### src/hw/follow_pkg.sv
package follow_pkg;

  // zone mask, bit 0 is the leftmost column zone
  typedef logic [7:0] zone_mask_t;

  // [2] too close, [1:0] distance magnitude
  typedef logic [2:0] prox_t;

  typedef logic signed [15:0] speed_t;  // wheel speed in deg/s
  typedef logic [15:0] pix_count_t;     // pixel counts and area settings
  typedef logic [31:0] lost_count_t;
  typedef logic [3:0] cfg_addr_t;
  typedef logic [31:0] cfg_data_t;

  // register map
  localparam cfg_addr_t reg_ctrl        = 4'd0;  // [0] enable
  localparam cfg_addr_t reg_zone_min    = 4'd1;
  localparam cfg_addr_t reg_area_target = 4'd2;
  localparam cfg_addr_t reg_area_step   = 4'd3;
  localparam cfg_addr_t reg_vel0        = 4'd4;
  localparam cfg_addr_t reg_vel1        = 4'd5;
  localparam cfg_addr_t reg_vel2        = 4'd6;
  localparam cfg_addr_t reg_vel3        = 4'd7;
  localparam cfg_addr_t reg_lost_limit  = 4'd8;
  localparam cfg_addr_t reg_status      = 4'd9;  // read only

  // reset values
  localparam logic        enable_rst      = 1'b0;
  localparam pix_count_t  zone_min_rst    = 16'd4;
  localparam pix_count_t  area_target_rst = 16'd400;
  localparam pix_count_t  area_step_rst   = 16'd100;

  // speed steps, slowest first
  localparam speed_t      vel0_rst        = 16'sd25;
  localparam speed_t      vel1_rst        = 16'sd50;
  localparam speed_t      vel2_rst        = 16'sd100;
  localparam speed_t      vel3_rst        = 16'sd200;

  localparam lost_count_t lost_limit_rst  = 32'h4000_0000;

endpackage
### src/hw/follow_top.sv
`timescale 1ns/1ns

module follow_top #(
  parameter int img_width = 160  // multiple of 8
) (
  input  logic                  clk,
  input  logic                  rst,
  input  logic                  cfg_we,
  input  follow_pkg::cfg_addr_t cfg_addr,
  input  follow_pkg::cfg_data_t cfg_wdata,
  output follow_pkg::cfg_data_t cfg_rdata,
  input  logic                  pix_valid,
  input  logic                  pix_hit,
  input  logic                  line_end,
  input  logic                  frame_end,
  output follow_pkg::speed_t    motor_dps_left,
  output follow_pkg::speed_t    motor_dps_rght
);

  // configuration
  logic                    enable;
  follow_pkg::pix_count_t  zone_min;
  follow_pkg::pix_count_t  area_target;
  follow_pkg::pix_count_t  area_step;
  follow_pkg::speed_t      vel0;
  follow_pkg::speed_t      vel1;
  follow_pkg::speed_t      vel2;
  follow_pkg::speed_t      vel3;
  follow_pkg::lost_count_t lost_limit;

  // frame result
  follow_pkg::zone_mask_t  centroid;
  follow_pkg::prox_t       proximity;
  logic                    new_centroid;
  logic                    lost;

  tracker_regs u_regs (
    .clk          (clk),
    .rst          (rst),
    .cfg_we       (cfg_we),
    .cfg_addr     (cfg_addr),
    .cfg_wdata    (cfg_wdata),
    .cfg_rdata    (cfg_rdata),
    .centroid     (centroid),
    .proximity    (proximity),
    .new_centroid (new_centroid),
    .lost         (lost),
    .enable       (enable),
    .zone_min     (zone_min),
    .area_target  (area_target),
    .area_step    (area_step),
    .vel0         (vel0),
    .vel1         (vel1),
    .vel2         (vel2),
    .vel3         (vel3),
    .lost_limit   (lost_limit)
  );

  object_locator #(
    .img_width (img_width)
  ) u_locator (
    .clk          (clk),
    .rst          (rst),
    .pix_valid    (pix_valid),
    .pix_hit      (pix_hit),
    .line_end     (line_end),
    .frame_end    (frame_end),
    .zone_min     (zone_min),
    .area_target  (area_target),
    .area_step    (area_step),
    .centroid     (centroid),
    .proximity    (proximity),
    .new_centroid (new_centroid)
  );

  motor_speed_ctrl u_speed (
    .clk            (clk),
    .rst            (rst),
    .enable         (enable),
    .centroid       (centroid),
    .proximity      (proximity),
    .new_centroid   (new_centroid),
    .vel0           (vel0),
    .vel1           (vel1),
    .vel2           (vel2),
    .vel3           (vel3),
    .lost_limit     (lost_limit),
    .motor_dps_left (motor_dps_left),
    .motor_dps_rght (motor_dps_rght),
    .lost           (lost)
  );

endmodule

### src/hw/motor_speed_ctrl.sv
`timescale 1ns/1ns

module motor_speed_ctrl (
  input  logic                    clk,
  input  logic                    rst,
  input  logic                    enable,
  input  follow_pkg::zone_mask_t  centroid,
  input  follow_pkg::prox_t       proximity,
  input  logic                    new_centroid,
  input  follow_pkg::speed_t      vel0,
  input  follow_pkg::speed_t      vel1,
  input  follow_pkg::speed_t      vel2,
  input  follow_pkg::speed_t      vel3,
  input  follow_pkg::lost_count_t lost_limit,
  output follow_pkg::speed_t      motor_dps_left,
  output follow_pkg::speed_t      motor_dps_rght,
  output logic                    lost
);

  follow_pkg::zone_mask_t  last_cent;  // last nonzero centroid
  follow_pkg::prox_t       last_prox;
  follow_pkg::lost_count_t lost_cnt;
  logic                    store;

  follow_pkg::speed_t mag_speed;   // centred, by proximity magnitude
  follow_pkg::speed_t fwd_speed;
  follow_pkg::speed_t obj_left_spd;  // right wheel when object is on the left
  follow_pkg::speed_t obj_rght_spd;  // left wheel when object is on the right
  follow_pkg::speed_t left_nxt;
  follow_pkg::speed_t rght_nxt;

  assign store = new_centroid && (centroid != '0);

  always_ff @(posedge clk) begin
    if (rst) begin
      last_cent <= '0;
      last_prox <= '0;
    end else if (store) begin
      last_cent <= centroid;
      last_prox <= proximity;
    end
  end

  // lost timeout
  always_ff @(posedge clk) begin
    if (rst || !enable) begin
      lost_cnt <= '0;
      lost     <= 1'b0;
    end else begin
      if (store) begin
        lost_cnt <= '0;
      end else if (lost_cnt != '1) begin
        lost_cnt <= lost_cnt + 1'b1;
      end
      lost <= (lost_cnt > lost_limit);
    end
  end

  always_comb begin
    case (last_prox[1:0])
      2'd1:    mag_speed = vel1;
      2'd2:    mag_speed = vel2;
      2'd3:    mag_speed = vel3;
      default: mag_speed = '0;  // on target, hold still
    endcase
    fwd_speed = last_prox[2] ? -mag_speed : mag_speed;  // too close backs off

    // further from centre turns harder
    if (last_cent[3]) begin
      obj_left_spd = vel0;
    end else if (last_cent[2]) begin
      obj_left_spd = vel1;
    end else if (last_cent[1]) begin
      obj_left_spd = vel2;
    end else begin
      obj_left_spd = vel3;
    end

    if (last_cent[4]) begin
      obj_rght_spd = vel0;
    end else if (last_cent[5]) begin
      obj_rght_spd = vel1;
    end else if (last_cent[6]) begin
      obj_rght_spd = vel2;
    end else begin
      obj_rght_spd = vel3;
    end
  end

  always_comb begin
    if (!enable || lost || last_cent == '0) begin
      left_nxt = '0;
      rght_nxt = '0;
    end else if (last_cent[4] && last_cent[3]) begin
      left_nxt = fwd_speed;
      rght_nxt = fwd_speed;
    end else if (|last_cent[3:0]) begin
      left_nxt = '0;  // pivot left on the right wheel
      rght_nxt = obj_left_spd;
    end else begin
      left_nxt = obj_rght_spd;
      rght_nxt = '0;
    end
  end

  always_ff @(posedge clk) begin
    if (rst) begin
      motor_dps_left <= '0;
      motor_dps_rght <= '0;
    end else begin
      motor_dps_left <= left_nxt;
      motor_dps_rght <= rght_nxt;
    end
  end

endmodule

### src/hw/object_locator.sv
`timescale 1ns/1ns

module object_locator #(
  parameter int img_width = 160
) (
  input  logic                   clk,
  input  logic                   rst,
  input  logic                   pix_valid,
  input  logic                   pix_hit,
  input  logic                   line_end,
  input  logic                   frame_end,
  input  follow_pkg::pix_count_t zone_min,
  input  follow_pkg::pix_count_t area_target,
  input  follow_pkg::pix_count_t area_step,
  output follow_pkg::zone_mask_t centroid,
  output follow_pkg::prox_t      proximity,
  output logic                   new_centroid
);

  localparam int zone_w = img_width / 8;
  localparam int col_w  = (zone_w > 1) ? $clog2(zone_w) : 1;
  localparam logic [col_w-1:0] col_last = col_w'(zone_w - 1);

  logic [col_w-1:0] zone_col;  // column inside the current zone
  logic [2:0]       zone_idx;

  follow_pkg::pix_count_t zone_cnt [8];
  follow_pkg::pix_count_t total_cnt;

  // frame result, ahead of the output register
  follow_pkg::zone_mask_t mask_nxt;
  follow_pkg::prox_t      prox_nxt;
  follow_pkg::pix_count_t area_diff;
  logic                   too_close;
  logic [1:0]             mag;

  // step thresholds, two spare bits so 3x never wraps
  logic [17:0] step1;
  logic [17:0] step2;
  logic [17:0] step3;

  // counts stick at all ones
  function automatic follow_pkg::pix_count_t sat_inc(input follow_pkg::pix_count_t v);
    sat_inc = (v == '1) ? v : v + 1'b1;
  endfunction

  // column position, cleared on every line
  always_ff @(posedge clk) begin
    if (rst || line_end || frame_end) begin
      zone_col <= '0;
      zone_idx <= '0;
    end else if (pix_valid) begin
      if (zone_col == col_last) begin
        zone_col <= '0;
        if (zone_idx != 3'd7) begin
          zone_idx <= zone_idx + 3'd1;  // overlong lines pile into the last zone
        end
      end else begin
        zone_col <= zone_col + 1'b1;
      end
    end
  end

  // hit accumulation over one frame
  always_ff @(posedge clk) begin
    if (rst || frame_end) begin
      for (int i = 0; i < 8; i++) begin
        zone_cnt[i] <= '0;
      end
      total_cnt <= '0;
    end else if (pix_valid && pix_hit) begin
      zone_cnt[zone_idx] <= sat_inc(zone_cnt[zone_idx]);
      total_cnt          <= sat_inc(total_cnt);
    end
  end

  always_comb begin
    for (int i = 0; i < 8; i++) begin
      mask_nxt[i] = (zone_cnt[i] >= zone_min);
    end
  end

  // distance from the target area, in steps
  always_comb begin
    too_close = (total_cnt > area_target);
    if (too_close) begin
      area_diff = total_cnt - area_target;
    end else begin
      area_diff = area_target - total_cnt;
    end

    step1 = {2'b00, area_step};
    step2 = step1 << 1;
    step3 = step2 + step1;

    if (area_diff < step1) begin
      mag = 2'd0;
    end else if (area_diff < step2) begin
      mag = 2'd1;
    end else if (area_diff < step3) begin
      mag = 2'd2;
    end else begin
      mag = 2'd3;  // far off, full step
    end

    prox_nxt = {too_close, mag};
  end

  // result register, valid with the pulse
  always_ff @(posedge clk) begin
    if (rst) begin
      centroid     <= '0;
      proximity    <= '0;
      new_centroid <= 1'b0;
    end else begin
      new_centroid <= frame_end;
      if (frame_end) begin
        centroid  <= mask_nxt;
        proximity <= prox_nxt;
      end
    end
  end

endmodule

### src/hw/tracker_regs.sv
`timescale 1ns/1ns

module tracker_regs (
  input  logic                    clk,
  input  logic                    rst,
  input  logic                    cfg_we,
  input  follow_pkg::cfg_addr_t   cfg_addr,
  input  follow_pkg::cfg_data_t   cfg_wdata,
  output follow_pkg::cfg_data_t   cfg_rdata,
  input  follow_pkg::zone_mask_t  centroid,
  input  follow_pkg::prox_t       proximity,
  input  logic                    new_centroid,
  input  logic                    lost,
  output logic                    enable,
  output follow_pkg::pix_count_t  zone_min,
  output follow_pkg::pix_count_t  area_target,
  output follow_pkg::pix_count_t  area_step,
  output follow_pkg::speed_t      vel0,
  output follow_pkg::speed_t      vel1,
  output follow_pkg::speed_t      vel2,
  output follow_pkg::speed_t      vel3,
  output follow_pkg::lost_count_t lost_limit
);

  // result of the last finished frame
  follow_pkg::zone_mask_t stat_mask;
  follow_pkg::prox_t      stat_prox;

  // writable configuration
  always_ff @(posedge clk) begin
    if (rst) begin
      enable      <= follow_pkg::enable_rst;
      zone_min    <= follow_pkg::zone_min_rst;
      area_target <= follow_pkg::area_target_rst;
      area_step   <= follow_pkg::area_step_rst;
      vel0        <= follow_pkg::vel0_rst;
      vel1        <= follow_pkg::vel1_rst;
      vel2        <= follow_pkg::vel2_rst;
      vel3        <= follow_pkg::vel3_rst;
      lost_limit  <= follow_pkg::lost_limit_rst;
    end else if (cfg_we) begin
      case (cfg_addr)
        follow_pkg::reg_ctrl:        enable      <= cfg_wdata[0];
        follow_pkg::reg_zone_min:    zone_min    <= cfg_wdata[15:0];
        follow_pkg::reg_area_target: area_target <= cfg_wdata[15:0];
        follow_pkg::reg_area_step:   area_step   <= cfg_wdata[15:0];
        follow_pkg::reg_vel0:        vel0        <= cfg_wdata[15:0];
        follow_pkg::reg_vel1:        vel1        <= cfg_wdata[15:0];
        follow_pkg::reg_vel2:        vel2        <= cfg_wdata[15:0];
        follow_pkg::reg_vel3:        vel3        <= cfg_wdata[15:0];
        follow_pkg::reg_lost_limit:  lost_limit  <= cfg_wdata;
        default: ;  // status is read only
      endcase
    end
  end

  // status capture, once per frame
  always_ff @(posedge clk) begin
    if (rst) begin
      stat_mask <= '0;
      stat_prox <= '0;
    end else if (new_centroid) begin
      stat_mask <= centroid;
      stat_prox <= proximity;
    end
  end

  // readback mux
  always_comb begin
    cfg_rdata = '0;
    case (cfg_addr)
      follow_pkg::reg_ctrl:        cfg_rdata = {31'h0, enable};
      follow_pkg::reg_zone_min:    cfg_rdata = {16'h0, zone_min};
      follow_pkg::reg_area_target: cfg_rdata = {16'h0, area_target};
      follow_pkg::reg_area_step:   cfg_rdata = {16'h0, area_step};
      follow_pkg::reg_vel0:        cfg_rdata = {16'h0, vel0};
      follow_pkg::reg_vel1:        cfg_rdata = {16'h0, vel1};
      follow_pkg::reg_vel2:        cfg_rdata = {16'h0, vel2};
      follow_pkg::reg_vel3:        cfg_rdata = {16'h0, vel3};
      follow_pkg::reg_lost_limit:  cfg_rdata = lost_limit;
      follow_pkg::reg_status: begin
        cfg_rdata[7:0]  = stat_mask;
        cfg_rdata[10:8] = stat_prox;
        cfg_rdata[16]   = lost;  // live, not captured
      end
      default:                     cfg_rdata = '0;
    endcase
  end

endmodule

### config.mk
export PLATFORM = sky130hd
export DESIGN_NAME = follow_top
export DESIGN_NICKNAME = d
export VERILOG_FILES = /design/src/hw/follow_pkg.sv /design/src/hw/follow_top.sv /design/src/hw/motor_speed_ctrl.sv /design/src/hw/object_locator.sv /design/src/hw/tracker_regs.sv
export SDC_FILE = /design/constraint.sdc
export NUM_CORES = 1
export LEC_CHECK = 0
export BUFFER_PORTS_ARGS = -buffer_cell sky130_fd_sc_hd__buf_2
export CAP_MARGIN = 20
export CORE_ASPECT_RATIO = 1.25
export CORE_MARGIN = 2
export CORE_UTILIZATION = 63
export CTS_CLUSTER_DIAMETER = 200
export DETAILED_ROUTE_END_ITERATION = 10
export GPL_TIMING_DRIVEN = 0
export HOLD_SLACK_MARGIN = 0.05
export PLACE_DENSITY = 0.87
export SETUP_SLACK_MARGIN = 0.02
export SKIP_CTS_REPAIR_TIMING = 1
export SLEW_MARGIN = 10
export SYNTH_ARGS = -nofsm -noshare
export SYNTH_HDL_FRONTEND = slang
export SYNTH_SLANG_ARGS = --single-unit
### constraint.sdc
create_clock -name clk -period 6.1 [get_ports clk]
set_input_delay 0.915 -clock clk [delete_from_list [all_inputs] [get_ports clk]]
set_output_delay 0.915 -clock clk [all_outputs]
set_load 0.005 [all_outputs]
==> results.md <==
* Post-Syn Area at 24,900 sq um
* Syn Inst Count at 2,889
* Synth Area in XOR/XNOR at 3.48%
* Max VDD drop at about 0.00025 V
* Post-Synthesis Mean Instance Area at 8.63 sq um
* Synth-to-Final Area Change at 9.59%
* Clock Root Buffer: clkbuf_16
* Largest family of logic cells by synthesized area: simple AND/OR/NAND/NOR gates
* Crit path max fanout at 10
* # IOs at 107
* Core area at 39,100 sq um
* Relative slew slack at 22.9%
* Place WS at 0.637 ns
* Sequential share of the synthesized area at 37.2%
* TritonCTS clock tree: yes
* Fmax at 180 MHz
* R2R Setup Slk at 0.54 ns
* Routed WL per cell at between 20 and 25 um
* Number of port buffers at 85
* Final Hold Viols at 0
* Unrepaired setup endpoints after global routing: no
* Simple-Gate Fraction of Synth Area at 19.0%
* Clk buf depth at 3
* Die area at 41,200 sq um
* PwrDens at 222 nW/um^2
* RD Place Congestion at 1.04
* Drt via density at around 6.5
* Async SR Flop Fraction at 0%
* Most frequent cells in the layout: 464 x nand2_1, 320 x nor2_1, 293 x a21oi_1
* Placed wire-length estimate after detailed placement at 61,400 um
* Setup_tns at 0 ns
* Total CTS buffers at 42
* Row cnt at 81
* Commonest non-fill, non-tap cell in the layout: nand2_1
* Top flop regs: u_locator.zone_cnt (128), u_regs.lost_limit (32), u_speed.lost_cnt (32)
* Reg with most FFs: u_locator.zone_cnt
* Die W at 182 um
* Max Cap Viol at 0
* Syn Nets at 3,193
* Total power at 6.07 mW
* Crit share post-route at 91.2%
* Post-synth top area cell: dfxtp_1
* All-Layer GR Usage at 38.8%
* Startpoint of the worst hold path: u_speed.last_cent[0]$_SDFFE_PP0P_
* End of the critical path: u_locator.proximity[0]$_SDFFE_PP0P_
* Final worst-path setup slack at 0.540 ns
* Crit Path Category: reg2reg
* Placed Area at 26,000 sq um
* Initial antenna violation count at 5
* Share of layout cells above drive strength 1 at under 10%
* CP startpoint kind: flop
* Clk sink count at 399
* GRT overflow at 0
* Nets@finish at 3,324
* DR iter-0 viols at 2,328
* H-tree Lvls at 2
* Largest register FFs at 128
* Vias in the first global route at 22.9k
* Synth Register Bits at roughly 400
* Synth Area in Compound Gates at between 10% and 20%
* Top FF cell, synth: dfxtp_1
* Worst clock skew at approximately 0.018 ns
* Slew Limit Fails at 0
* Tmin final at 5.56 ns
* Pre-Repair DR Iteration Count at 9
* Reg clk slew, reported paths at 0.07 ns
* First-pass GRT wire length at 123,000 um
* Hold WS at roughly 0.47 ns
* Vias at 23.0k
* Status: finished, final reports clean
* Setup violators final at 0
* Count of different cell masters after synthesis at 71
* Total of warnings raised by yosys at 0
* Worst R2R Start: u_regs.area_target[4]$_SDFFE_PP1P_
* Filler instances at roughly 3.0k
* Die height at 226 um
* Post-route ant nets at 0
* Area contributors post-synth: dfxtp_1 22%, edfxtp_1 15%, ha_1 13%
* Initial Util at between 60% and 70%
* Worst-Skew Late Latency at a little under 0.6 ns
* Post-Synth Adder-Cell Area at 13.2%
* Routed wire length at 80,100 um
* Design Area, Final at 27,300 sq um
* Worst-Margin Slew at 1.15 ns
* LEAKAGE at 10.6 nW
* CP Launch Point: u_regs.area_target[4]$_SDFFE_PP1P_
* Post-synth EDFFs at 128
* Critical path arrival at 6.02 ns
* # DRC at 0
* Worst Reg-to-Reg Cells at 21
* Post-synthesis mux area share at approximately 6.6%
* Share of the synthesized area in the top cell type at a little over a fifth
* FF-to-FF End: u_locator.proximity[0]$_SDFFE_PP0P_
* Hold Path Class: reg2reg
* CP required at 6.56 ns
* Largest net degree at the start of global routing at 17
* Nature of the critical path endpoint: flop
[metal layers]
layer / wire [um] / global-route usage [%] / up-vias
met4: 6250 / 27.5 / 2
met2: 38600 / 66.9 / 1301
met5: 10 / 0 / -
met1: 28300 / 43.2 / 10847
li1: - / - / 10468
met3: 6960 / 7.48 / 372
[cells in the mapped netlist, drive strengths merged (13+ instances only)]
| cell type | n |
|---|---|
| edfxtp | 128 |
| nand3 | 40 |
| and2 | 16 |
| nor3 | 30 |
| a22oi | 41 |
| nand4 | 51 |
| a31oi | 17 |
| mux4 | 32 |
| a21oi | 293 |
| nor2b | 28 |
| inv | 140 |
| and3 | 28 |
| nor2 | 320 |
| mux2i | 64 |
| xor2 | 36 |
| o31ai | 13 |
| xnor2 | 63 |
| ha | 258 |
| nand2b | 33 |
| a21o | 53 |
| o21ai | 98 |
| buf | 30 |
| mux2 | 25 |
| dfxtp | 271 |
| nand3b | 23 |
| a221oi | 17 |
| a22o | 21 |
| nand2 | 464 |
| clkbuf | 129 |
[cell type report]
type	instances	area [sq um]	area share [%]
Multi-Input combinational cell	2191	14500	52.9
Antenna cell	4	10.0	0.0366
Inverter	140	526	1.92
Tap cell	498	623	2.28
Buffer	159	684	2.51
Clock buffer	54	1190	4.35
Clock inverter	18	133	0.485
Sequential cell	399	9270	33.9
Timing Repair Buffer	87	435	1.59
[where the power goes]
group / switching [mW] / internal, mW / leakage, nW
Combinational: 0.403 / 0.233 / 6.32
Sequential: 0.0718 / 2.81 / 3.59
Clock: 1.13 / 1.42 / 0.654
Total: 1.60 / 4.46 / 10.6
[critical path, cell delays in order, from the launching register on]
cell,delay (ns)
dfxtp_1,0.52
inv_1,0.08
ha_1,0.28
clkbuf_1,0.25
nand3_1,0.18
o221ai_1,0.35
nor3_1,0.09
or4_1,0.60
nand2_1,0.19
buf_2,0.28
buf_2,0.36
mux2i_1,0.26
xnor2_1,0.21
ha_1,0.30
a21o_1,0.18
a31oi_1,0.14
o21ai_0,0.13
o221a_2,0.28
o21ai_0,0.19
a31oi_1,0.11
a31oi_1,0.31
o21ai_0,0.13
[how the worst min path moves through the flow]
stage / cells after the start / end / slack (ns)
after floorplan: 2 / u_regs.zone_min[6]$_SDFFE_PP0P_ / 0.44
after global placement: 2 / u_regs.zone_min[6]$_SDFFE_PP0P_ / 0.44
after detailed placement: 2 / u_speed.last_cent[0]$_SDFFE_PP0P_ / 0.45
after CTS: 2 / u_speed.last_cent[0]$_SDFFE_PP0P_ / 0.46
after global routing: 2 / u_speed.last_cent[0]$_SDFFE_PP0P_ / 0.49
final: 2 / u_speed.last_cent[0]$_SDFFE_PP0P_ / 0.47
[metrics by stage]
stage	util [%]	cells
after floorplan	-	2889
after global placement	66.4	3472
after detailed placement	66.4	3473
after CTS	69.8	3545
after global routing	69.8	3547
final	69.8	3550
[logic make-up (layout without fill, tap and decap cells)]
kind of cell / Yosys count / in the layout
multiplexers: 121 / 121
flip-flops: 399 / 399
buffers and inverters: 299 / 458
AND/OR/NAND/NOR: 1073 / 1073
AO/OA/AOI/OAI: 637 / 637
other: 0 / 4
adder cells (fa/ha/maj): 261 / 261
XOR/XNOR: 99 / 99
(Power assumes the default switching activity.)
